**src/source/core_v_mini_mcu_pkg.sv**
```systemverilog
//********************************************************************
// Address map, register indices and interrupt bit positions
// Bus address union with RAM and peripheral views
//********************************************************************

package core_v_mini_mcu_pkg;

  localparam int ADDR_W = 32;
  localparam int DATA_W = 32;

  // Upper 16 address bits
  localparam logic [15:0] RAM_REGION       = 16'h0000;
  localparam logic [15:0] AO_PERIPH_REGION = 16'h2000;

  localparam int NUM_BANKS  = 2;
  localparam int BANK_WORDS = 256;
  localparam int NUM_GPIO   = 8;

  // Peripheral blocks, code 3 unmapped
  localparam logic [1:0] AO_BLOCK    = 2'd0;
  localparam logic [1:0] TIMER_BLOCK = 2'd1;
  localparam logic [1:0] GPIO_BLOCK  = 2'd2;

  localparam logic [1:0] EXIT_VALUE_REG = 2'd0;
  localparam logic [1:0] EXIT_VALID_REG = 2'd1;
  localparam logic [1:0] MSIP_REG       = 2'd2;

  localparam logic [1:0] TIMER_CTRL_REG  = 2'd0;
  localparam logic [1:0] TIMER_COUNT_REG = 2'd1;
  localparam logic [1:0] TIMER_CMP_REG   = 2'd2;

  localparam logic [1:0] GPIO_OUT_REG  = 2'd0;
  localparam logic [1:0] GPIO_OE_REG   = 2'd1;
  localparam logic [1:0] GPIO_IN_REG   = 2'd2;
  localparam logic [1:0] GPIO_INTR_REG = 2'd3;

  // Interrupt vector layout
  localparam int IRQ_SOFTWARE  = 3;
  localparam int IRQ_TIMER     = 7;
  localparam int IRQ_EXTERNAL  = 11;
  localparam int IRQ_GPIO_BASE = 22;

  typedef struct packed {
    logic [15:0] region;
    logic [15:0] offset;
  } ram_addr_t;

  typedef struct packed {
    logic [15:0] region;
    logic [9:0]  rsvd;
    logic [1:0]  block;
    logic [1:0]  reg_idx;
    logic [1:0]  byte_off;
  } periph_addr_t;

  typedef union packed {
    ram_addr_t    ram;
    periph_addr_t periph;
  } bus_addr_u;

endpackage

```
**src/source/obi_bus_if.sv**
```systemverilog
//********************************************************************
// OBI request/grant/rvalid bus and peripheral register interface
//********************************************************************

`timescale 1ns/100ps

interface obi_bus_if
  import core_v_mini_mcu_pkg::*;
();
  logic                req;
  logic                gnt;
  logic [ADDR_W-1:0]   addr;
  logic                we;
  logic [DATA_W/8-1:0] be;
  logic [DATA_W-1:0]   wdata;
  logic                rvalid;
  logic [DATA_W-1:0]   rdata;

  // Grant comes from the bus, never from the target
  modport manager (output req, gnt, addr, we, be, wdata, input rvalid, rdata);
  modport subordinate (input req, gnt, addr, we, be, wdata, output rvalid, rdata);
endinterface


```
**src/source/system_bus.sv**
```systemverilog
//********************************************************************
// System bus with region decode and response steering
//********************************************************************

`timescale 1ns/100ps

module system_bus
  import core_v_mini_mcu_pkg::*;
(
  input  logic                clk_i,
  input  logic                arst_n_i,

  input  logic                bus_req_i,
  output logic                bus_gnt_o,
  input  logic [ADDR_W-1:0]   bus_addr_i,
  input  logic                bus_we_i,
  input  logic [DATA_W/8-1:0] bus_be_i,
  input  logic [DATA_W-1:0]   bus_wdata_i,
  output logic                bus_rvalid_o,
  output logic [DATA_W-1:0]   bus_rdata_o,

  obi_bus_if.manager          ram_o,
  obi_bus_if.manager          ao_o
);

  bus_addr_u addr;
  logic      hit_ram;
  logic      hit_ao;
  logic      resp_ram_q;
  logic      resp_ao_q;
  logic      resp_none_q;

  assign addr    = bus_addr_i;
  assign hit_ram = (addr.ram.region == RAM_REGION);
  assign hit_ao  = (addr.periph.region == AO_PERIPH_REGION);

  // Always ready
  assign bus_gnt_o = bus_req_i;

  assign ram_o.req   = bus_req_i & hit_ram;
  assign ram_o.gnt   = bus_req_i & hit_ram;
  assign ram_o.addr  = bus_addr_i;
  assign ram_o.we    = bus_we_i;
  assign ram_o.be    = bus_be_i;
  assign ram_o.wdata = bus_wdata_i;

  assign ao_o.req   = bus_req_i & hit_ao;
  assign ao_o.gnt   = bus_req_i & hit_ao;
  assign ao_o.addr  = bus_addr_i;
  assign ao_o.we    = bus_we_i;
  assign ao_o.be    = bus_be_i;
  assign ao_o.wdata = bus_wdata_i;

  // Target of the request in flight
  always_ff @(posedge clk_i or negedge arst_n_i) begin
    if (!arst_n_i) begin
      resp_ram_q  <= 1'b0;
      resp_ao_q   <= 1'b0;
      resp_none_q <= 1'b0;
    end else begin
      resp_ram_q  <= bus_req_i & hit_ram;
      resp_ao_q   <= bus_req_i & hit_ao;
      resp_none_q <= bus_req_i & ~hit_ram & ~hit_ao;
    end
  end

  // Unmapped regions answer here with zero data
  assign bus_rvalid_o = (resp_ram_q & ram_o.rvalid) | (resp_ao_q & ao_o.rvalid) | resp_none_q;

  always_comb begin
    if (resp_ram_q) begin
      bus_rdata_o = ram_o.rdata;
    end else if (resp_ao_q) begin
      bus_rdata_o = ao_o.rdata;
    end else begin
      bus_rdata_o = '0;
    end
  end

endmodule

```
**src/flat_wrapper.sv**
```systemverilog
// flat-port wrapper written by rule: the top's interface ports become plain ports
module system_bus_flat import core_v_mini_mcu_pkg::*;
  (clk_i, arst_n_i, bus_req_i, bus_gnt_o, bus_addr_i, bus_we_i, bus_be_i, bus_wdata_i, bus_rvalid_o, bus_rdata_o, ram_o_req, ram_o_gnt, ram_o_addr, ram_o_we, ram_o_be, ram_o_wdata, ram_o_rvalid, ram_o_rdata, ao_o_req, ao_o_gnt, ao_o_addr, ao_o_we, ao_o_be, ao_o_wdata, ao_o_rvalid, ao_o_rdata);
  obi_bus_if ram_o_i ();
  obi_bus_if ao_o_i ();
  input  logic clk_i;
  input  logic arst_n_i;
  input  logic bus_req_i;
  output logic bus_gnt_o;
  input  logic [ADDR_W-1:0] bus_addr_i;
  input  logic bus_we_i;
  input  logic [DATA_W/8-1:0] bus_be_i;
  input  logic [DATA_W-1:0] bus_wdata_i;
  output logic bus_rvalid_o;
  output logic [DATA_W-1:0] bus_rdata_o;
  output wire logic [$bits(ram_o_i.req)-1:0] ram_o_req;
  output wire logic [$bits(ram_o_i.gnt)-1:0] ram_o_gnt;
  output wire logic [$bits(ram_o_i.addr)-1:0] ram_o_addr;
  output wire logic [$bits(ram_o_i.we)-1:0] ram_o_we;
  output wire logic [$bits(ram_o_i.be)-1:0] ram_o_be;
  output wire logic [$bits(ram_o_i.wdata)-1:0] ram_o_wdata;
  input wire logic [$bits(ram_o_i.rvalid)-1:0] ram_o_rvalid;
  input wire logic [$bits(ram_o_i.rdata)-1:0] ram_o_rdata;
  output wire logic [$bits(ao_o_i.req)-1:0] ao_o_req;
  output wire logic [$bits(ao_o_i.gnt)-1:0] ao_o_gnt;
  output wire logic [$bits(ao_o_i.addr)-1:0] ao_o_addr;
  output wire logic [$bits(ao_o_i.we)-1:0] ao_o_we;
  output wire logic [$bits(ao_o_i.be)-1:0] ao_o_be;
  output wire logic [$bits(ao_o_i.wdata)-1:0] ao_o_wdata;
  input wire logic [$bits(ao_o_i.rvalid)-1:0] ao_o_rvalid;
  input wire logic [$bits(ao_o_i.rdata)-1:0] ao_o_rdata;
  assign ram_o_req = ram_o_i.req;
  assign ram_o_gnt = ram_o_i.gnt;
  assign ram_o_addr = ram_o_i.addr;
  assign ram_o_we = ram_o_i.we;
  assign ram_o_be = ram_o_i.be;
  assign ram_o_wdata = ram_o_i.wdata;
  assign ram_o_i.rvalid = ram_o_rvalid;
  assign ram_o_i.rdata = ram_o_rdata;
  assign ao_o_req = ao_o_i.req;
  assign ao_o_gnt = ao_o_i.gnt;
  assign ao_o_addr = ao_o_i.addr;
  assign ao_o_we = ao_o_i.we;
  assign ao_o_be = ao_o_i.be;
  assign ao_o_wdata = ao_o_i.wdata;
  assign ao_o_i.rvalid = ao_o_rvalid;
  assign ao_o_i.rdata = ao_o_rdata;
  system_bus u_core (.clk_i(clk_i), .arst_n_i(arst_n_i), .bus_req_i(bus_req_i), .bus_gnt_o(bus_gnt_o), .bus_addr_i(bus_addr_i), .bus_we_i(bus_we_i), .bus_be_i(bus_be_i), .bus_wdata_i(bus_wdata_i), .bus_rvalid_o(bus_rvalid_o), .bus_rdata_o(bus_rdata_o), .ram_o(ram_o_i), .ao_o(ao_o_i));
endmodule
```
**config.mk**
```make
export PLATFORM = sky130hd
export DESIGN_NAME = system_bus_flat
export DESIGN_NICKNAME = d
export VERILOG_FILES = /design/src/source/core_v_mini_mcu_pkg.sv /design/src/source/obi_bus_if.sv /design/src/source/system_bus.sv /design/src/flat_wrapper.sv
export SDC_FILE = /design/constraint.sdc
export NUM_CORES = 1
export LEC_CHECK = 0
export BUFFER_PORTS_ARGS = -buffer_cell sky130_fd_sc_hd__buf_2
export CORE_AREA = 2 2 122 124
export CTS_CLUSTER_SIZE = 25
export DETAILED_ROUTE_END_ITERATION = 10
export DIE_AREA = 0 0 124 126
export PLACE_DENSITY = 0.5
export SLEW_MARGIN = 0
export SYNTH_ARGS = -nofsm -noshare
export SYNTH_HDL_FRONTEND = slang
export SYNTH_SLANG_ARGS = --single-unit
```
**constraint.sdc**
```tcl
create_clock -name clk_i -period 2.4 [get_ports clk_i]
set_input_delay 0.36 -clock clk_i [delete_from_list [all_inputs] [get_ports clk_i]]
set_output_delay 0.36 -clock clk_i [all_outputs]
set_load 0.01 [all_outputs]
```
Word-level counts from Yosys, hierarchy flattened
Index checks and enable logic that the tools add are counted.
Storage, ports and cells
  logic and storage cells: 17
  bits of input ports: 138
  flip-flop bits (word level): 3
Cells by class
  multiplexer cells: 2
  bitwise operators: 10
  reduce and logical (&&, ||, !) cells: 1
  eq/ne operators: 1
Operators with widths (number)
  $mux 32: 2
  $eq 16x14->1 const B: 1
  $logic_not 16->1: 1
  $and 1x1->1: 6
  $not 1->1: 2
  $or 1x1->1: 2

Depth between registers and ports, before layout
Gate-level depths: netlist of run 1.
  depth in word-level cells: 4
  gate-level depth with buffers: 4

Least setup slack after synthesis of run 1
Ideal clock, no wire load.
  path kind: input port to output port
  start: input port bus_addr_i[28]
  end: output port ram_o_req
  data arrival time: 1181 ps
  cell stages on the path: 4
  slack: 859 ps
  data required time: 2040 ps
  path buffers: 1
  cells stage by stage: nor4b_1 nand4_1 nor2_1 buf_4
Between the ends
  word-level cells in the longest chain between the ends: 2
Ends and longest elaborated chain
  start: declaration: RTL line flat_wrapper.sv:10  | input logic [ADDR_W-1:0] bus_addr_i;
  $logic_not 16->1: RTL line system_bus.sv:34  | assign hit_ram = (addr.ram.region == RAM_REGION);
  $and 1x1->1
  end: declaration: RTL line flat_wrapper.sv:16  | output wire logic [$bits(ram_o_i.req)-1:0] ram_o_req;
No other way between the ends.

Worst setup path after layout of run 1
  start: register u_core.resp_ao_q
  end: output port bus_rdata_o[30]
Between the ends
  word-level cells in the longest chain between the ends: 2
Ends and longest elaborated chain
  start: declaration: RTL line system_bus.sv:30  | logic resp_ao_q;
  start signal: assignment: RTL line system_bus.sv:62  | resp_ao_q <= bus_req_i & hit_ao;
  $mux 32: RTL line system_bus.sv:73  | end else if (resp_ao_q) begin
  $mux 32: RTL line system_bus.sv:71  | if (resp_ram_q) begin
  end: declaration: RTL line flat_wrapper.sv:15  | output logic [DATA_W-1:0] bus_rdata_o;
No other way between the ends.

==> metrics, run 1 <==
CTS Buf Count 3; Synth-to-Final Area Change -1.32%; Critical path buffers and inverters 1; Peak supply drop 0.0832 mV; Antenna Cells 0; fraction of layout cells with a size suffix above 1 0.771; Int Pwr roughly 0.34 mW; pin count of the biggest net entering global routing 35; period utilization 0.810; area occupied by multi-input gates between 400 and 500 sq um; DRT antenna net count 0; H-tree depth 1; Switching Share 0.240; Sink Count 3; deepest clock path buffer count 2; gr ovfl total 0; global-route wire length before repair between 4000 and 5000 microns; largest area contributor in the netlist buf_4; Post-synth ARST share 1.00; Mapped Area between 1500 and 2000 sq um; Max Cap Violations 0; Placed Cells between 300 and 400; RD Place Congestion slightly below 0.7; Min Clock Period, post-route ~1.9 ns; fillcell total 1,666; post-synthesis sequential area ratio 0.0467; vias in the first global route 1,104; Avg WL per Cell about 9.5 microns; Yosys Warn Count 0; Die X about 120 microns; Netlist cell types 16; CP Cell Sequence nor2b_4 > a22o_1 > buf_2; Setup Crit Path Kind reg -> out; Tot GR Track Use 0.0391; Synth area leaders buf_4, a22o_1, dfrtp_1, nor4_4, buf_6; sequential cell area 75.1 sq um; RSZ-0062 raised after global routing no; post-cts sizing count 0; Yosys top cell area share 0.658; I/O Pins 314; Worst path max stage delay about 0.58 ns; DRC viols 0; Rows 44; initial antenna violation count 0; number of synthesized flops with an enable pin 0; Primary FF master, synth dfrtp_1; Clk network pwr share 0.589; post-detail-place hpwl 3320 microns; outcome finished, final reports clean; WP data arrival around 1.6 ns; Final Hold Vio Count 0; final wirelength approximately 3800 microns; Slew Viols, Final 0; 1st-iter DRT viols 14; CP max FO 31; min-delay worst type in -> reg; WHS roughly 0.35 ns; Worst path slowest cell nor2b_4; hold_buf cts 1; die area about 16,000 sq um; post-CTS setup buffer count 0; Post-Layout Cell Count 394; clock root cell clkbuf_16; buffers added on ports 154; FF+latch count, synth 3; total core area 14,300 sq um; Post-layout nets around 350; pwr dens 285 nW/um^2; drt first pass iters 4; most common cell in the synthesized netlist buf_4; Crit. End Element output port; CTS tree built; Synth top cells by count buf_4, a22o_1, buf_6; Worst Tran Pin Value 0.660 ns; slew margin rel. 0.559; Vert. Die Dim 126 microns; initial core utilization 0.112; cell count after synthesis 198; Highest Clock Rate 514 MHz; startpoint type of the worst setup path flop; Leakage between 0.8 and 0.9 nW; vias per inst 3.16; Final Util 0.111; switching pwr ~0.11 mW; Final setup viols 0; final setup TNS 0 ns; Syn Nets ~340; Seq pwr share 0.115; combinational share of power 0.296; routed vias 1,246; syn_area_per_cell around 8.1 sq um; Top delay family on crit path simple AND/OR/NAND/NOR gates; Worst Path Required 2.04 ns; Worst-path clk slew approximately 0.03 ns
## final timing paths
kind | from | to | slack [ns] | depth (start not counted)
max | u_core.resp_ao_q | bus_rdata_o[30] | 0.46 | 3
min | bus_addr_i[29] | u_core.resp_ram_q | 0.35 | 2
max in group asynchronous | arst_n_i | u_core.resp_ao_q | 1.83 | 2
min in group asynchronous | arst_n_i | u_core.resp_ram_q | 0.46 | 2
## registers in the layout, indices dropped and copies added (netlist names)
register and cells:
u_core.resp_none_q 1, u_core.resp_ao_q 1, u_core.resp_ram_q 1
## routing by layer
layer / share of wire / GRT usage / wire length, microns / up-vias
met5: 0 / 0 / 0 / -
met4: 0.027 / 0.0198 / 102 / 0
met3: 0.19 / 0.0186 / 726 / 17
met2: 0.51 / 0.0811 / 1920 / 165
met1: 0.27 / 0.0271 / 1010 / 515
li1: - / - / - / 549
## final cells by class
type | count | area share
Timing Repair Buffer | 156 | 0.496
Multi-Input combinational cell | 45 | 0.257
Tap cell | 184 | 0.145
Clock buffer | 4 | 0.0496
Sequential cell | 3 | 0.0473
Inverter | 2 | 0.00473
## power groups by stage
stage / combinational (mW) / sequential, mW / clock, mW
4_1_cts: 0.136 / 0.0522 / 0.271
6_report: 0.134 / 0.0521 / 0.266
5_1_grt: 0.147 / 0.0522 / 0.276
2_1_floorplan: 0.245 / 0.0525 / 0
3_3_place_gp: 0.134 / 0.0527 / 0
3_5_place_dp: 0.134 / 0.0527 / 0
## cell usage in the layout (no fill, tap or decap), types with 2 or more instances in the layout
cell,n
buf_2,154
nand2_1,2
nor2_1,2
a22o_1,31
nor4_4,3
clkbuf_16,3
inv_1,2
dfrtp_1,3
## cells by family (layout without fill, tap and decap cells)
kind of cell,Yosys count,count (layout),share of synthesized area
simple gates,11,11,0.0700
flops,3,3,0.0467
buf+inv,150,162,0.700
compound gates,34,34,0.184
## per-stage QoR
stage                     worst slack [ns]  power [mW]  instance area, sq um
after floorplan                      0.859       0.298                  1610
after global placement               0.553       0.187                  1500
after detailed placement             0.503       0.187                  1500
after CTS                            0.453       0.459                  1590
after global routing                 0.324       0.475                  1590
final                                0.455       0.452                  1590
No activity file was read; power rests on OpenSTA's default activity.
==> inputs of run 2 (changes only) <==
--- a/config.mk
+++ b/config.mk
@@ -5,12 +5,13 @@
 export SDC_FILE = /design/constraint.sdc
 export NUM_CORES = 1
 export LEC_CHECK = 0
+export ABC_AREA = 1
 export BUFFER_PORTS_ARGS = -buffer_cell sky130_fd_sc_hd__buf_2
-export CORE_AREA = 2 2 122 124
+export CORE_AREA = 2 2 121 123
 export CTS_CLUSTER_SIZE = 25
 export DETAILED_ROUTE_END_ITERATION = 10
-export DIE_AREA = 0 0 124 126
-export PLACE_DENSITY = 0.5
+export DIE_AREA = 0 0 123 125
+export PLACE_DENSITY = 0.54
 export SLEW_MARGIN = 0
 export SYNTH_ARGS = -nofsm -noshare
 export SYNTH_HDL_FRONTEND = slang
==> constraint.sdc (replaced) <==
create_clock -name clk_i -period 1.9 [get_ports clk_i]
set_input_delay 0.285 -clock clk_i [delete_from_list [all_inputs] [get_ports clk_i]]
set_output_delay 0.285 -clock clk_i [all_outputs]
set_load 0.01 [all_outputs]
==> run 2 against run 1 <==
Highest routed layer unchanged. Clock power grew 28%. Routed wire length grew 48%. Clock-buffer cell count stayed put. Combinational power grew 30%. Largest cell class unchanged. Cell count grew 22%.
==> metrics, run 2 <==
CTS Buf Count 3; largest area contributor in the netlist buf_4; DRC viols 0; H-tree depth 1; WP data arrival 1.31 ns; HP Start bus_req_i; post-CTS setup buffer count 0; Final Hold Vio Count 0; commonest non-fill, non-tap cell in the layout buf_2; die area 15,400 sq um; Crit. End Element output port; Pwr Total 0.581 mW; Highest Clock Rate between 600 and 700 MHz; Post-layout nets 435; vias per inst 3.29; outcome finished, final reports clean; final setup TNS 0 ns; cell count after synthesis 285; CP Cell Sequence inv_8 > nand3_2 > nand2_1 > buf_2; Avg WL per Cell 11.6 microns; initial core utilization 0.138; slew margin rel. 0.789; number of synthesized flops with an enable pin 0; final wirelength 5560 microns; Worst-path clk slew about 0.030 ns; most frequent cells in the layout buf_2, nand2_1, nand3_2, nor2_1, inv_1; Slew Viols, Final 0; Yosys Warn Count 0; period utilization 0.840; Vert. Die Dim 125 microns; Syn Nets 423; Leakage 1.12 nW; largest registers u_core.resp_ao_q: 1 flops, u_core.resp_none_q: 1 flops, u_core.resp_ram_q: 1 flops; Max Cap Violations 0; Antenna Cells 0; Min Clock Period, post-route 1.60 ns; routed vias 1,579; Post-synth ARST share 1.00; Synth-to-Final Area Change -3.05%; Worst path slowest cell dfrtp_1; Sink Count 3; startpoint type of the worst setup path flop; most common cell in the synthesized netlist buf_4; min-delay worst type in -> reg; RD Place Congestion 0.678; post-synthesis sequential area ratio 0.0382; gr ovfl total 0; Worst Tran Pin Value 0.317 ns; Synth area leaders buf_4, nand3_2, nand2_1, dfrtp_1, buf_12; Final setup viols 0; Rows 44; global-route wire length before repair 7470 microns; Yosys top cell area share 0.553; deepest clock path buffer count 2; fillcell total roughly 1,700; drt first pass iters 4; post-cts sizing count 0; Die X 123 microns; clock root cell clkbuf_16; pwr dens 305 nW/um^2; 1st-iter DRT viols 45; Worst Path Required 1.62 ns; hold endpoint u_core.resp_none_q; Setup Crit Path Kind reg -> out; pin count of the biggest net entering global routing 34; DRT antenna net count 0; Primary FF master, synth dfrtp_1; vias in the first global route about 1,400; buffers added on ports 154; CP max FO 32; initial antenna violation count 0; CTS tree built; I/O Pins 314; Netlist cell types 14; total core area 14,200 sq um; FF+latch count, synth 3; Worst path max stage delay between 0.4 and 0.5 ns; Hold Path Depth 3; Crit. Startpoint u_core.resp_ram_q; syn_area_per_cell just under 7 sq um; fraction of layout cells with a size suffix above 1 0.662; Peak supply drop 0.370 mV; RSZ-0062 raised after global routing no; post-detail-place hpwl 4640 microns; Synth top cells by count buf_4, nand2_1, nand3_2; Tot GR Track Use 0.0628; WHS 0.315 ns; Mapped Area 1970 sq um
run 2: cell types whose count changed in the layout (fill, tap and decap cells not counted), sizes merged, moves of 3 or more:
cell / before / now
a22o: 31 / 0
buf: 155 / 158
inv: 2 / 7
nand2: 2 / 75
nand3: 0 / 32
nor2: 2 / 14
nor4: 3 / 0
run 2: per-layer routing:
layer,part of all wire,routed length [microns],GRT usage,vias up
met4,0.035,194,0.0321,0
li1,-,-,-,752
met2,0.42,2330,0.100,160
met1,0.36,2020,0.0646,636
met5,0,0,0,-
met3,0.18,1000,0.0365,31
run 2: how the worst max path moves through the flow:
stage,end,slack [ns],cells past startpoint
2_1_floorplan,ram_o_req,0.62,6
3_3_place_gp,ram_o_req,0.31,7
3_5_place_dp,ram_o_gnt,0.32,7
4_1_cts,bus_rdata_o[23],0.25,4
5_1_grt,bus_rdata_o[30],0.17,4
6_report,bus_rdata_o[23],0.30,4
run 2: power breakdown:
group	switching [mW]	leakage (nW)	internal (mW)
Clock	0.0637	0.0382	0.277
Sequential	0.00121	0.0379	0.0654
Combinational	0.0824	1.04	0.0911
run 2: per-stage QoR:
step                utilization  cells  setup WS [ns]  instance area [sq um]
CTS                       0.134    480          0.254                   1910
global placement          0.128    475          0.309                   1820
global route              0.134    480          0.166                   1910
finish                    0.134    480          0.304                   1910
floorplan                     -    285          0.618                   1970
detailed placement        0.128    475          0.316                   1820
run 2: worst max-delay path, delay by kind of cell (launching register included):
kind          cells  cell delay (ns)
buf+inv           2             0.39
flops             1             0.48
simple gates      2             0.18
run 2: repair_timing:
| action | CTS | global route |
|---|---|---|
| setup endpoints to repair | 0 | 0 |
| hold endpoints to repair | 3 | 0 |
| hold buffers | 1 | 0 |
run 2: logic make-up (layout without fill, tap and decap cells):
family | Yosys count | count (layout) | share of synthesized area
flip-flops | 3 | 3 | 0.0382
AND/OR/NAND/NOR | 122 | 122 | 0.335
AO/OA/AOI/OAI | 1 | 1 | 0.00254
buffers and inverters | 159 | 170 | 0.624
run 2: layout make-up:
cell class                 count  area [sq um]  area share
tap                          184           230       0.121
inverter                       7          33.8      0.0177
sequential                     3          76.3      0.0400
clock buffer                   4          78.8      0.0413
multi-input combinational    123           664       0.348
timing repair buffer         159           823       0.432
