`config.mk`:
```
export PLATFORM = sky130hd
export DESIGN_NAME = ao_peripheral_subsystem_flat
export DESIGN_NICKNAME = d
export VERILOG_FILES = /design/src/source/core_v_mini_mcu_pkg.sv /design/src/source/obi_bus_if.sv /design/src/source/rv_timer.sv /design/src/source/gpio.sv /design/src/source/ao_peripheral_subsystem.sv /design/src/flat_wrapper.sv
export SDC_FILE = /design/constraint.sdc
export NUM_CORES = 1
export LEC_CHECK = 0
export BUFFER_PORTS_ARGS = -buffer_cell sky130_fd_sc_hd__buf_2
export CAP_MARGIN = 15
export CORE_UTILIZATION = 55
export CTS_CLUSTER_SIZE = 12
export DETAILED_ROUTE_END_ITERATION = 10
export GPL_ROUTABILITY_DRIVEN = 1
export PLACE_DENSITY = 0.9
export SLEW_MARGIN = 5
export SYNTH_ARGS = -nofsm -noshare
export SYNTH_HDL_FRONTEND = slang
export SYNTH_SLANG_ARGS = --single-unit
```
`constraint.sdc`:
```
create_clock -name clk_i -period 2.5 [get_ports clk_i]
set_clock_uncertainty 0.1 [all_clocks]
set_input_delay 0.125 -clock clk_i [delete_from_list [all_inputs] [get_ports clk_i]]
set_output_delay 0.125 -clock clk_i [all_outputs]
set_load 0.05 [all_outputs]
```
`src/source/core_v_mini_mcu_pkg.sv`:
```
//********************************************************************
// Address map, register indices and interrupt bit positions
// Bus address union with RAM and peripheral views
//********************************************************************

package core_v_mini_mcu_pkg;

  localparam int ADDR_W = 32;
  localparam int DATA_W = 32;

  // Upper 16 address bits
  localparam logic [15:0] RAM_REGION       = 16'h0000;
  localparam logic [15:0] AO_PERIPH_REGION = 16'h2000;

  localparam int NUM_BANKS  = 2;
  localparam int BANK_WORDS = 256;
  localparam int NUM_GPIO   = 8;

  // Peripheral blocks, code 3 unmapped
  localparam logic [1:0] AO_BLOCK    = 2'd0;
  localparam logic [1:0] TIMER_BLOCK = 2'd1;
  localparam logic [1:0] GPIO_BLOCK  = 2'd2;

  localparam logic [1:0] EXIT_VALUE_REG = 2'd0;
  localparam logic [1:0] EXIT_VALID_REG = 2'd1;
  localparam logic [1:0] MSIP_REG       = 2'd2;

  localparam logic [1:0] TIMER_CTRL_REG  = 2'd0;
  localparam logic [1:0] TIMER_COUNT_REG = 2'd1;
  localparam logic [1:0] TIMER_CMP_REG   = 2'd2;

  localparam logic [1:0] GPIO_OUT_REG  = 2'd0;
  localparam logic [1:0] GPIO_OE_REG   = 2'd1;
  localparam logic [1:0] GPIO_IN_REG   = 2'd2;
  localparam logic [1:0] GPIO_INTR_REG = 2'd3;

  // Interrupt vector layout
  localparam int IRQ_SOFTWARE  = 3;
  localparam int IRQ_TIMER     = 7;
  localparam int IRQ_EXTERNAL  = 11;
  localparam int IRQ_GPIO_BASE = 22;

  typedef struct packed {
    logic [15:0] region;
    logic [15:0] offset;
  } ram_addr_t;

  typedef struct packed {
    logic [15:0] region;
    logic [9:0]  rsvd;
    logic [1:0]  block;
    logic [1:0]  reg_idx;
    logic [1:0]  byte_off;
  } periph_addr_t;

  typedef union packed {
    ram_addr_t    ram;
    periph_addr_t periph;
  } bus_addr_u;

endpackage

```
`src/source/obi_bus_if.sv`:
```
//********************************************************************
// OBI request/grant/rvalid bus and peripheral register interface
//********************************************************************

`timescale 1ns/100ps

interface obi_bus_if
  import core_v_mini_mcu_pkg::*;
();
  logic                req;
  logic                gnt;
  logic [ADDR_W-1:0]   addr;
  logic                we;
  logic [DATA_W/8-1:0] be;
  logic [DATA_W-1:0]   wdata;
  logic                rvalid;
  logic [DATA_W-1:0]   rdata;

  // Grant comes from the bus, never from the target
  modport manager (output req, gnt, addr, we, be, wdata, input rvalid, rdata);
  modport subordinate (input req, gnt, addr, we, be, wdata, output rvalid, rdata);
endinterface

interface periph_reg_if
  import core_v_mini_mcu_pkg::*;
();
  logic              sel;
  logic              we;
  logic [1:0]        reg_idx;
  logic [DATA_W-1:0] wdata;
  logic [DATA_W-1:0] rdata;

  modport host (output sel, we, reg_idx, wdata, input rdata);
  modport device (input sel, we, reg_idx, wdata, output rdata);
endinterface

```
`src/source/rv_timer.sv`:
```
//********************************************************************
// Free-running compare timer with level interrupt
//********************************************************************

`timescale 1ns/100ps

module rv_timer
  import core_v_mini_mcu_pkg::*;
(
  input  logic         clk_i,
  input  logic         arst_n_i,
  periph_reg_if.device reg_if,
  output logic         intr_o
);

  logic              wr_en;
  logic              enable_q;
  logic [DATA_W-1:0] count_q;
  logic [DATA_W-1:0] cmp_q;

  assign wr_en = reg_if.sel & reg_if.we;

  always_ff @(posedge clk_i or negedge arst_n_i) begin
    if (!arst_n_i) begin
      enable_q <= 1'b0;
      count_q  <= '0;
      cmp_q    <= '0;
    end else begin
      if (wr_en && reg_if.reg_idx == TIMER_CTRL_REG) begin
        enable_q <= reg_if.wdata[0];
      end
      if (wr_en && reg_if.reg_idx == TIMER_CMP_REG) begin
        cmp_q <= reg_if.wdata;
      end
      // Software write wins over the increment
      if (wr_en && reg_if.reg_idx == TIMER_COUNT_REG) begin
        count_q <= reg_if.wdata;
      end else if (enable_q) begin
        count_q <= count_q + 1'b1;
      end
    end
  end

  always_comb begin
    case (reg_if.reg_idx)
      TIMER_CTRL_REG:  reg_if.rdata = DATA_W'(enable_q);
      TIMER_COUNT_REG: reg_if.rdata = count_q;
      TIMER_CMP_REG:   reg_if.rdata = cmp_q;
      default:         reg_if.rdata = '0;
    endcase
  end

  assign intr_o = enable_q & (count_q >= cmp_q);

endmodule

```
`src/source/gpio.sv`:
```
//********************************************************************
// Always-on GPIO with rising-edge interrupt status
//********************************************************************

`timescale 1ns/100ps

module gpio
  import core_v_mini_mcu_pkg::*;
(
  input  logic                clk_i,
  input  logic                arst_n_i,
  periph_reg_if.device        reg_if,
  input  logic [NUM_GPIO-1:0] gpio_i,
  output logic [NUM_GPIO-1:0] gpio_o,
  output logic [NUM_GPIO-1:0] gpio_oe_o,
  output logic [NUM_GPIO-1:0] intr_o
);

  logic                wr_en;
  logic [NUM_GPIO-1:0] out_q;
  logic [NUM_GPIO-1:0] oe_q;
  logic [NUM_GPIO-1:0] sync1_q;
  logic [NUM_GPIO-1:0] sync2_q;
  logic [NUM_GPIO-1:0] prev_q;
  logic [NUM_GPIO-1:0] intr_q;
  logic [NUM_GPIO-1:0] rise;

  assign wr_en = reg_if.sel & reg_if.we;
  assign rise  = sync2_q & ~prev_q;

  always_ff @(posedge clk_i or negedge arst_n_i) begin
    if (!arst_n_i) begin
      out_q   <= '0;
      oe_q    <= '0;
      sync1_q <= '0;
      sync2_q <= '0;
      prev_q  <= '0;
      intr_q  <= '0;
    end else begin
      sync1_q <= gpio_i;
      sync2_q <= sync1_q;
      prev_q  <= sync2_q;
      if (wr_en && reg_if.reg_idx == GPIO_OUT_REG) begin
        out_q <= reg_if.wdata[NUM_GPIO-1:0];
      end
      if (wr_en && reg_if.reg_idx == GPIO_OE_REG) begin
        oe_q <= reg_if.wdata[NUM_GPIO-1:0];
      end
      // New edges take priority over the clear
      if (wr_en && reg_if.reg_idx == GPIO_INTR_REG) begin
        intr_q <= (intr_q & ~reg_if.wdata[NUM_GPIO-1:0]) | rise;
      end else begin
        intr_q <= intr_q | rise;
      end
    end
  end

  always_comb begin
    case (reg_if.reg_idx)
      GPIO_OUT_REG:  reg_if.rdata = DATA_W'(out_q);
      GPIO_OE_REG:   reg_if.rdata = DATA_W'(oe_q);
      GPIO_IN_REG:   reg_if.rdata = DATA_W'(sync2_q);
      default:       reg_if.rdata = DATA_W'(intr_q);
    endcase
  end

  assign gpio_o    = out_q;
  assign gpio_oe_o = oe_q;
  assign intr_o    = intr_q;

endmodule

```
`src/source/ao_peripheral_subsystem.sv`:
```
//********************************************************************
// Always-on peripherals: exit and MSIP registers, timer, GPIO
//********************************************************************

`timescale 1ns/100ps

module ao_peripheral_subsystem
  import core_v_mini_mcu_pkg::*;
(
  input  logic                clk_i,
  input  logic                arst_n_i,
  obi_bus_if.subordinate      bus_i,
  input  logic [NUM_GPIO-1:0] gpio_i,
  output logic [NUM_GPIO-1:0] gpio_o,
  output logic [NUM_GPIO-1:0] gpio_oe_o,
  output logic                exit_valid_o,
  output logic [DATA_W-1:0]   exit_value_o,
  output logic                irq_software_o,
  output logic                irq_timer_o,
  output logic [NUM_GPIO-1:0] irq_gpio_o
);

  bus_addr_u         addr;
  logic [1:0]        block;
  logic [1:0]        reg_idx;
  logic              access;
  logic              ao_wr;
  logic [DATA_W-1:0] exit_value_q;
  logic              exit_valid_q;
  logic              msip_q;
  logic [DATA_W-1:0] rdata_d;
  logic [DATA_W-1:0] rdata_q;
  logic              rvalid_q;

  periph_reg_if timer_reg ();
  periph_reg_if gpio_reg ();

  assign addr    = bus_i.addr;
  assign block   = addr.periph.block;
  assign reg_idx = addr.periph.reg_idx;
  assign access  = bus_i.req & bus_i.gnt;
  assign ao_wr   = access & bus_i.we & (block == AO_BLOCK);

  assign timer_reg.sel     = access & (block == TIMER_BLOCK);
  assign timer_reg.we      = bus_i.we;
  assign timer_reg.reg_idx = reg_idx;
  assign timer_reg.wdata   = bus_i.wdata;

  assign gpio_reg.sel     = access & (block == GPIO_BLOCK);
  assign gpio_reg.we      = bus_i.we;
  assign gpio_reg.reg_idx = reg_idx;
  assign gpio_reg.wdata   = bus_i.wdata;

  rv_timer rv_timer_i (
    .clk_i,
    .arst_n_i,
    .reg_if(timer_reg.device),
    .intr_o(irq_timer_o)
  );

  gpio gpio_i_ao (
    .clk_i,
    .arst_n_i,
    .reg_if(gpio_reg.device),
    .gpio_i,
    .gpio_o,
    .gpio_oe_o,
    .intr_o(irq_gpio_o)
  );

  // Full word writes, byte enables ignored
  always_ff @(posedge clk_i or negedge arst_n_i) begin
    if (!arst_n_i) begin
      exit_value_q <= '0;
      exit_valid_q <= 1'b0;
      msip_q       <= 1'b0;
    end else if (ao_wr) begin
      case (reg_idx)
        EXIT_VALUE_REG: exit_value_q <= bus_i.wdata;
        EXIT_VALID_REG: exit_valid_q <= bus_i.wdata[0];
        MSIP_REG:       msip_q       <= bus_i.wdata[0];
        default:        ;
      endcase
    end
  end

  always_comb begin
    rdata_d = '0;
    case (block)
      AO_BLOCK: begin
        case (reg_idx)
          EXIT_VALUE_REG: rdata_d = exit_value_q;
          EXIT_VALID_REG: rdata_d = DATA_W'(exit_valid_q);
          MSIP_REG:       rdata_d = DATA_W'(msip_q);
          default:        rdata_d = '0;
        endcase
      end
      TIMER_BLOCK: rdata_d = timer_reg.rdata;
      GPIO_BLOCK:  rdata_d = gpio_reg.rdata;
      default:     rdata_d = '0;
    endcase
  end

  always_ff @(posedge clk_i or negedge arst_n_i) begin
    if (!arst_n_i) begin
      rvalid_q <= 1'b0;
    end else begin
      rvalid_q <= access;
    end
  end

  always_ff @(posedge clk_i) begin
    if (access) begin
      rdata_q <= rdata_d;
    end
  end

  assign bus_i.rvalid   = rvalid_q;
  assign bus_i.rdata    = rdata_q;
  assign exit_value_o   = exit_value_q;
  assign exit_valid_o   = exit_valid_q;
  assign irq_software_o = msip_q;

endmodule

```
`src/flat_wrapper.sv`:
```
// flat-port wrapper written by rule: the top's interface ports become plain ports
module ao_peripheral_subsystem_flat import core_v_mini_mcu_pkg::*;
  (clk_i, arst_n_i, gpio_i, gpio_o, gpio_oe_o, exit_valid_o, exit_value_o, irq_software_o, irq_timer_o, irq_gpio_o, bus_i_req, bus_i_gnt, bus_i_addr, bus_i_we, bus_i_be, bus_i_wdata, bus_i_rvalid, bus_i_rdata);
  obi_bus_if bus_i_i ();
  input  logic clk_i;
  input  logic arst_n_i;
  input  logic [NUM_GPIO-1:0] gpio_i;
  output logic [NUM_GPIO-1:0] gpio_o;
  output logic [NUM_GPIO-1:0] gpio_oe_o;
  output logic exit_valid_o;
  output logic [DATA_W-1:0] exit_value_o;
  output logic irq_software_o;
  output logic irq_timer_o;
  output logic [NUM_GPIO-1:0] irq_gpio_o;
  input wire logic [$bits(bus_i_i.req)-1:0] bus_i_req;
  input wire logic [$bits(bus_i_i.gnt)-1:0] bus_i_gnt;
  input wire logic [$bits(bus_i_i.addr)-1:0] bus_i_addr;
  input wire logic [$bits(bus_i_i.we)-1:0] bus_i_we;
  input wire logic [$bits(bus_i_i.be)-1:0] bus_i_be;
  input wire logic [$bits(bus_i_i.wdata)-1:0] bus_i_wdata;
  output wire logic [$bits(bus_i_i.rvalid)-1:0] bus_i_rvalid;
  output wire logic [$bits(bus_i_i.rdata)-1:0] bus_i_rdata;
  assign bus_i_i.req = bus_i_req;
  assign bus_i_i.gnt = bus_i_gnt;
  assign bus_i_i.addr = bus_i_addr;
  assign bus_i_i.we = bus_i_we;
  assign bus_i_i.be = bus_i_be;
  assign bus_i_i.wdata = bus_i_wdata;
  assign bus_i_rvalid = bus_i_i.rvalid;
  assign bus_i_rdata = bus_i_i.rdata;
  ao_peripheral_subsystem u_core (.clk_i(clk_i), .arst_n_i(arst_n_i), .bus_i(bus_i_i), .gpio_i(gpio_i), .gpio_o(gpio_o), .gpio_oe_o(gpio_oe_o), .exit_valid_o(exit_valid_o), .exit_value_o(exit_value_o), .irq_software_o(irq_software_o), .irq_timer_o(irq_timer_o), .irq_gpio_o(irq_gpio_o));
endmodule
```
=== After elaboration in Yosys (flattened, before gate mapping) ===
Index checks and enable logic that the tools add are counted.

* Input bits: 81
* Bits in registers: 180
* Word-level logic and storage cells: 54

* Eq/ne operators: 5
* Reductions and logical operators: 12
* Muxes and demuxes: 7
* Bitwise gates (word level): 14
* $lt $le $gt $ge: 1
* $add $sub $neg: 1

{| class="wikitable"
|+ Operators by type and width
! operator !! count
|-
| $pmux 32 s3 || 3
|-
| $mux 32 || 2
|-
| $add 32x1->32 const B || 1
|-
| $ge 32x32->1 || 1
|-
| $pmux 8 s3 || 1
|-
| $and 8x8->8 || 2
|-
| $not 8->8 || 2
|-
| $or 8x8->8 || 2
|-
| $and 1x1->1 || 8
|-
| $mux 8 || 1
|-
| $eq 2x2->1 const B || 3
|-
| $logic_and 1x1->1 || 6
|-
| $reduce_and 2->1 || 3
|-
| $eq 2x1->1 const B || 2
|-
| $logic_not 2->1 || 2
|-
| $reduce_bool 2->1 || 1
|}

=== Longest topological paths before layout ===
* Word-level depth: 5
* Mapped depth: 10

=== Cells and area by module ===
Synthesis repeated with hierarchy kept, for this count alone.

* Cell total of the unflattened synthesis: 864
* Area total of the unflattened synthesis: 9640.5 µm²

{| class="wikitable"
|+ By module, submodules not included
! module !! cells an instance !! instances !! area each (µm²)
|-
| rv_timer || 459 || 1 || 4301.6
|-
| ao_peripheral_subsystem || 269 || 1 || 3295.7
|-
| gpio || 136 || 1 || 2043.2
|}

=== Least setup slack after synthesis ===
OpenSTA, ideal clock, no wires.

* Path kind: input -> register
* From: input bus_i_req
* To: register u_core.gpio_i_ao.out_q[0], in the netlist u_core.gpio_i_ao.gpio_o[0]
* Path buffers: 1
* Setup slack: 0.284 ns
* Stages: 5
* Arrival: 1.991 ns
* Cell sequence: and2_1 > nand3_2 > or3_1 > buf_6 > mux2_4

* Longest elaborated chain between the ends: 4

{| class="wikitable"
|+ Ends and longest elaborated chain
! item !! RTL line !! RTL
|-
| start: declaration || flat_wrapper.sv:15 || <nowiki>input wire logic [$bits(bus_i_i.req)-1:0] bus_i_req;</nowiki>
|-
| $and 1x1->1 || ao_peripheral_subsystem.sv:41 || <nowiki>assign access = bus_i.req & bus_i.gnt;</nowiki>
|-
| $and 1x1->1 || ao_peripheral_subsystem.sv:49 || <nowiki>assign gpio_reg.sel = access & (block == GPIO_BLOCK);</nowiki>
|-
| $and 1x1->1 || gpio.sv:28 || <nowiki>assign wr_en = reg_if.sel & reg_if.we;</nowiki>
|-
| $logic_and 1x1->1 || gpio.sv:43 || <nowiki>if (wr_en && reg_if.reg_idx == GPIO_OUT_REG) begin</nowiki>
|-
| end signal: assignment || gpio.sv:44 || <nowiki>out_q <= reg_if.wdata[NUM_GPIO-1:0];</nowiki>
|-
| end: declaration || gpio.sv:20 || <nowiki>logic [NUM_GPIO-1:0] out_q;</nowiki>
|}

No other way between the ends.
A chain may end at the register's enable or synchronous reset.

=== Worst setup path in the final report ===
* From: register u_core.rv_timer_i.count_q[0]
* To: output irq_timer_o

* Longest elaborated chain between the ends: 2

{| class="wikitable"
|+ Ends and longest elaborated chain
! item !! RTL line !! RTL
|-
| start: declaration || rv_timer.sv:18 || <nowiki>logic [DATA_W-1:0] count_q;</nowiki>
|-
| start signal: assignment || rv_timer.sv:37 || <nowiki>count_q <= reg_if.wdata;</nowiki>
|-
| start signal: assignment || rv_timer.sv:39 || <nowiki>count_q <= count_q + 1'b1;</nowiki>
|-
| $ge 32x32->1 || rv_timer.sv:53 || <nowiki>assign intr_o = enable_q & (count_q >= cmp_q);</nowiki>
|-
| $and 1x1->1 || rv_timer.sv:53 ||
|-
| end: declaration || flat_wrapper.sv:13 || <nowiki>output logic irq_timer_o;</nowiki>
|}

No other way between the ends.

==> summary.txt <==
Yosys
  – Async S/R FF share, synth: 82.2%
  – Cell Area, Synth: 8600 um2
  – Most used DFF post-synth: dfrtp_1
  – Synth warn: 0
  – Register area share after synthesis: 54.2%
  – #FFs+latches synth: 180
  – Syn nets: 884
  – Cell variety after synth: 53
  – Post-synth EDFFs: 32
  – Cell count after synthesis: 770
  – Syn_area_per_cell: 11.2 um2

Die
  – Die X: 127 um
  – Core Box Area: 15,300 um2
  – Die H: 127 um
  – Placement Rows: 45
  – Die area: 16,100 um2
  – Initial Utilization: 56.4%
  – I/O pin cnt: 173

Worst setup path
  – Worst path top cell family by delay: compound AO/OA/AOI/OAI gates
  – CP Data Required Time: 2.28 ns
  – Crit path DAT: 2.41 ns
  – Worst Setup Path Type: flop to output port
  – Cells along the critical path: inv_1, ha_1, nand2b_4, a2111oi_4, o21a_1, o211ai_1, a211o_1, buf_6
  – CP startpoint: u_core.rv_timer_i.count_q[0]
  – R2r setup slk: 0.18 ns
  – Worst Reg-to-Reg Cells: 10
  – Slowest CP cell: dfrtp_1
  – Crit path max fanout: 2
  – Critical path endpoint category: output port
  – Reg2Reg Launch Point: u_core.rv_timer_i.count_q[0]
  – R2R Path End: u_core.rv_timer_i.count_q[20]
  – Crit path largest cell delay: 0.35 ns
  – Crit path buf inv count: 2
  – Critical path depth in cells: 8
  – Type of origin of the critical path: flop
  – Worst setup endpoint: irq_timer_o

Detailed routing
  – DRT antenna net count: 0
  – DRC Markers: 0
  – Initial DRT Pass Iterations: 6
  – Wirelength per Cell: 19.6 um
  – Drt initial violations: 868
  – Overall routed net length: 23,400 um
  – Routed vias/inst: 5.99
  – Routed vias: 7,138

Global route
  – First-pass GRT wire length: 36,700 um
  – Grt ovf: 0
  – GRT Resource Usage Total: 29.9%
  – Vias in the first global route: 7,254
  – Largest net degree at the start of global routing: 72
  – Antenna violations before repair: 0

Final layout
  – Synth-to-Final Area Change: 25.1%
  – Fin nets: 1,081
  – Commonest cells after routing, fill and taps aside: dfrtp_1 (143), buf_2 (138), nand2_1 (120), o21ai_0 (74), dlygate4sd3_1 (42)
  – Layout cells sized above 1: 27.7%
  – Commonest non-fill, non-tap cell in the layout: dfrtp_1
  – Layout fillers: 1,026
  – # diodes: 0

Timing
  – Final hold violations: 0
  – Max-slew violations: 0
  – Worst rel slew slack: 49.1%
  – Tcrit/Tclk final: 106%
  – Worst-Margin Slew: 0.760 ns
  – FMAX: 379 MHz
  – Final TNS setup: -0.138 ns
  – Unrepaired setup endpoints after global routing: yes
  – Final setup viols: 1
  – Crit path time final: 2.64 ns
  – Final WS setup: -0.138 ns
  – Hold_ws: 0.0560 ns

CTS
  – Clock Sinks: 180
  – Clock Latency Late Sink: 0.45 ns
  – Clk root buf: clkbuf_16
  – CTS tree: yes
  – Clk buf depth: 2
  – Total CTS buffers: 17
  – Clk pin slew, worst setup/hold paths: 0.07 ns
  – H-tree depth: 4

Place
  – Number of I/O port buffers: 140
  – HPWL Detailed: 14,400 um
  – Gp weighted congestion: 0.876

Outcome
  – Failing checks: negative setup slack
  – Status: complete, but fails checks

Worst hold path
  – Min-Delay Path Depth: 2
  – HP Start: bus_i_addr[5]
  – Worst hold-check path type: primary input to flop

Power
  – Lkg Pwr: 4.88 nW
  – IR drop worst, VDD: 0.613 mV
  – Total power: 9.38 mW
  – PD cells: 872 nW/um2

Run
  – Max Cap Viol: 0
## final cells by class
cell class                 count  area, um2  area share (%)
sequential                   180       4670            43.4
multi-input combinational    508       3620            33.6
timing repair buffer         219       1420            13.2
clock buffer                  18        439            4.08
tap                          211        264            2.45
clock inverter                14        189            1.76
inverter                      41        154            1.43
## layer usage
metal / global-route usage, % / up-vias / wire length, um
met5: 0 / - / 0
met4: 15.8 / 0 / 971
met3: 7.24 / 97 / 1970
met2: 47.7 / 395 / 11300
met1: 38.0 / 3514 / 9160
li1: - / 3132 / -
## metrics by stage
stage	cells	util, %	cell area (um2)	setup WS [ns]
6_report	1191	70.5	10800	-0.138
5_1_grt	1191	70.5	10800	-0.175
3_3_place_gp	1103	62.6	9550	0.239
2_1_floorplan	770	-	8600	0.284
4_1_cts	1190	70.5	10800	-0.0725
3_5_place_dp	1103	62.6	9550	0.230
## kinds of logic (layout without fill, tap and decap cells)
group,after synthesis,count (layout),synth area share (%)
adders and majority gates,33,33,4.80
buffers and inverters,82,292,4.28
xor gates and xnor gates,28,28,2.85
DFF,180,180,54.2
and+or+nand+nor,218,218,12.4
AOI/OAI and AO/OA,164,164,11.7
muxes,65,65,9.73
## synthesized netlist by cell type, types with 5 or more instances
| master | count | area (um2) |
|---|---|---|
| a21oi_1 | 18 | 90.1 |
| a22o_1 | 8 | 70.1 |
| a22oi_1 | 32 | 240 |
| and2_1 | 5 | 31.3 |
| and3_1 | 10 | 62.6 |
| buf_2 | 12 | 60.1 |
| buf_6 | 5 | 56.3 |
| clkbuf_1 | 21 | 78.8 |
| dfrtp_1 | 148 | 3700 |
| edfxtp_1 | 32 | 961 |
| ha_1 | 33 | 413 |
| inv_1 | 41 | 154 |
| mux2_1 | 19 | 214 |
| mux2_2 | 28 | 315 |
| mux2_4 | 8 | 120 |
| mux4_2 | 7 | 158 |
| nand2_1 | 120 | 450 |
| nand2b_1 | 5 | 31.3 |
| nand3_1 | 14 | 70.1 |
| nand4_1 | 19 | 119 |
| nor2_1 | 22 | 82.6 |
| o211ai_1 | 10 | 75.1 |
| o21ai_0 | 74 | 370 |
| o21ai_1 | 5 | 25.0 |
| xnor2_1 | 9 | 78.8 |
| xor2_1 | 19 | 166 |
## flip-flops by register name (all words and copies together), names as in the netlist, 8 cells and up
register / flops
u_core.exit_value_o: 32
u_core.gpio_i_ao.gpio_o: 8
u_core.rv_timer_i.cmp_q: 32
u_core.gpio_i_ao.gpio_oe_o: 8
u_core.rv_timer_i.count_q: 32
u_core.gpio_i_ao.prev_q: 8
u_core.bus_i.rdata: 32
u_core.gpio_i_ao.sync2_q: 8
u_core.gpio_i_ao.sync1_q: 8
u_core.gpio_i_ao.intr_o: 8
## worst register-to-register path, stage by stage, from the launching register on
cell and delay [ns]:
dfrtp_1 0.35, buf_4 0.11, buf_4 0.10, buf_4 0.12, ha_1 0.22, nand4_4 0.16, nor4_4 0.38, buf_4 0.20
nand2_1 0.07, xnor2_1 0.13, mux2_2 0.26
## how the worst min path moves through the flow
stage | to | slack (ns)
floorplan | u_core.bus_i.rvalid | -0.27
global placement | u_core.gpio_i_ao.sync1_q[2] | 0.07
detailed placement | u_core.gpio_i_ao.sync1_q[2] | 0.08
CTS | u_core.bus_i.rdata[15] | 0.04
global route | u_core.bus_i.rdata[15] | 0.08
finish | u_core.bus_i.rdata[15] | 0.06
## timing repair
item                                    4_1_cts  5_1_grt
pin swaps                                     4        2
hold buffers                                 42        0
setup buffers                                13        1
endpoints found under the setup margin        1        1
resized for setup                            13        0
hold endpoints to repair                    200        0
## report_power, final
group | switching, mW | total (mW) | internal, mW | leakage (nW)
Combinational | 1.63 | 2.66 | 1.03 | 2.54
Clock | 1.24 | 2.87 | 1.63 | 0.303
Sequential | 0.415 | 3.85 | 3.43 | 2.03
Power figures use the tool's default switching activity.
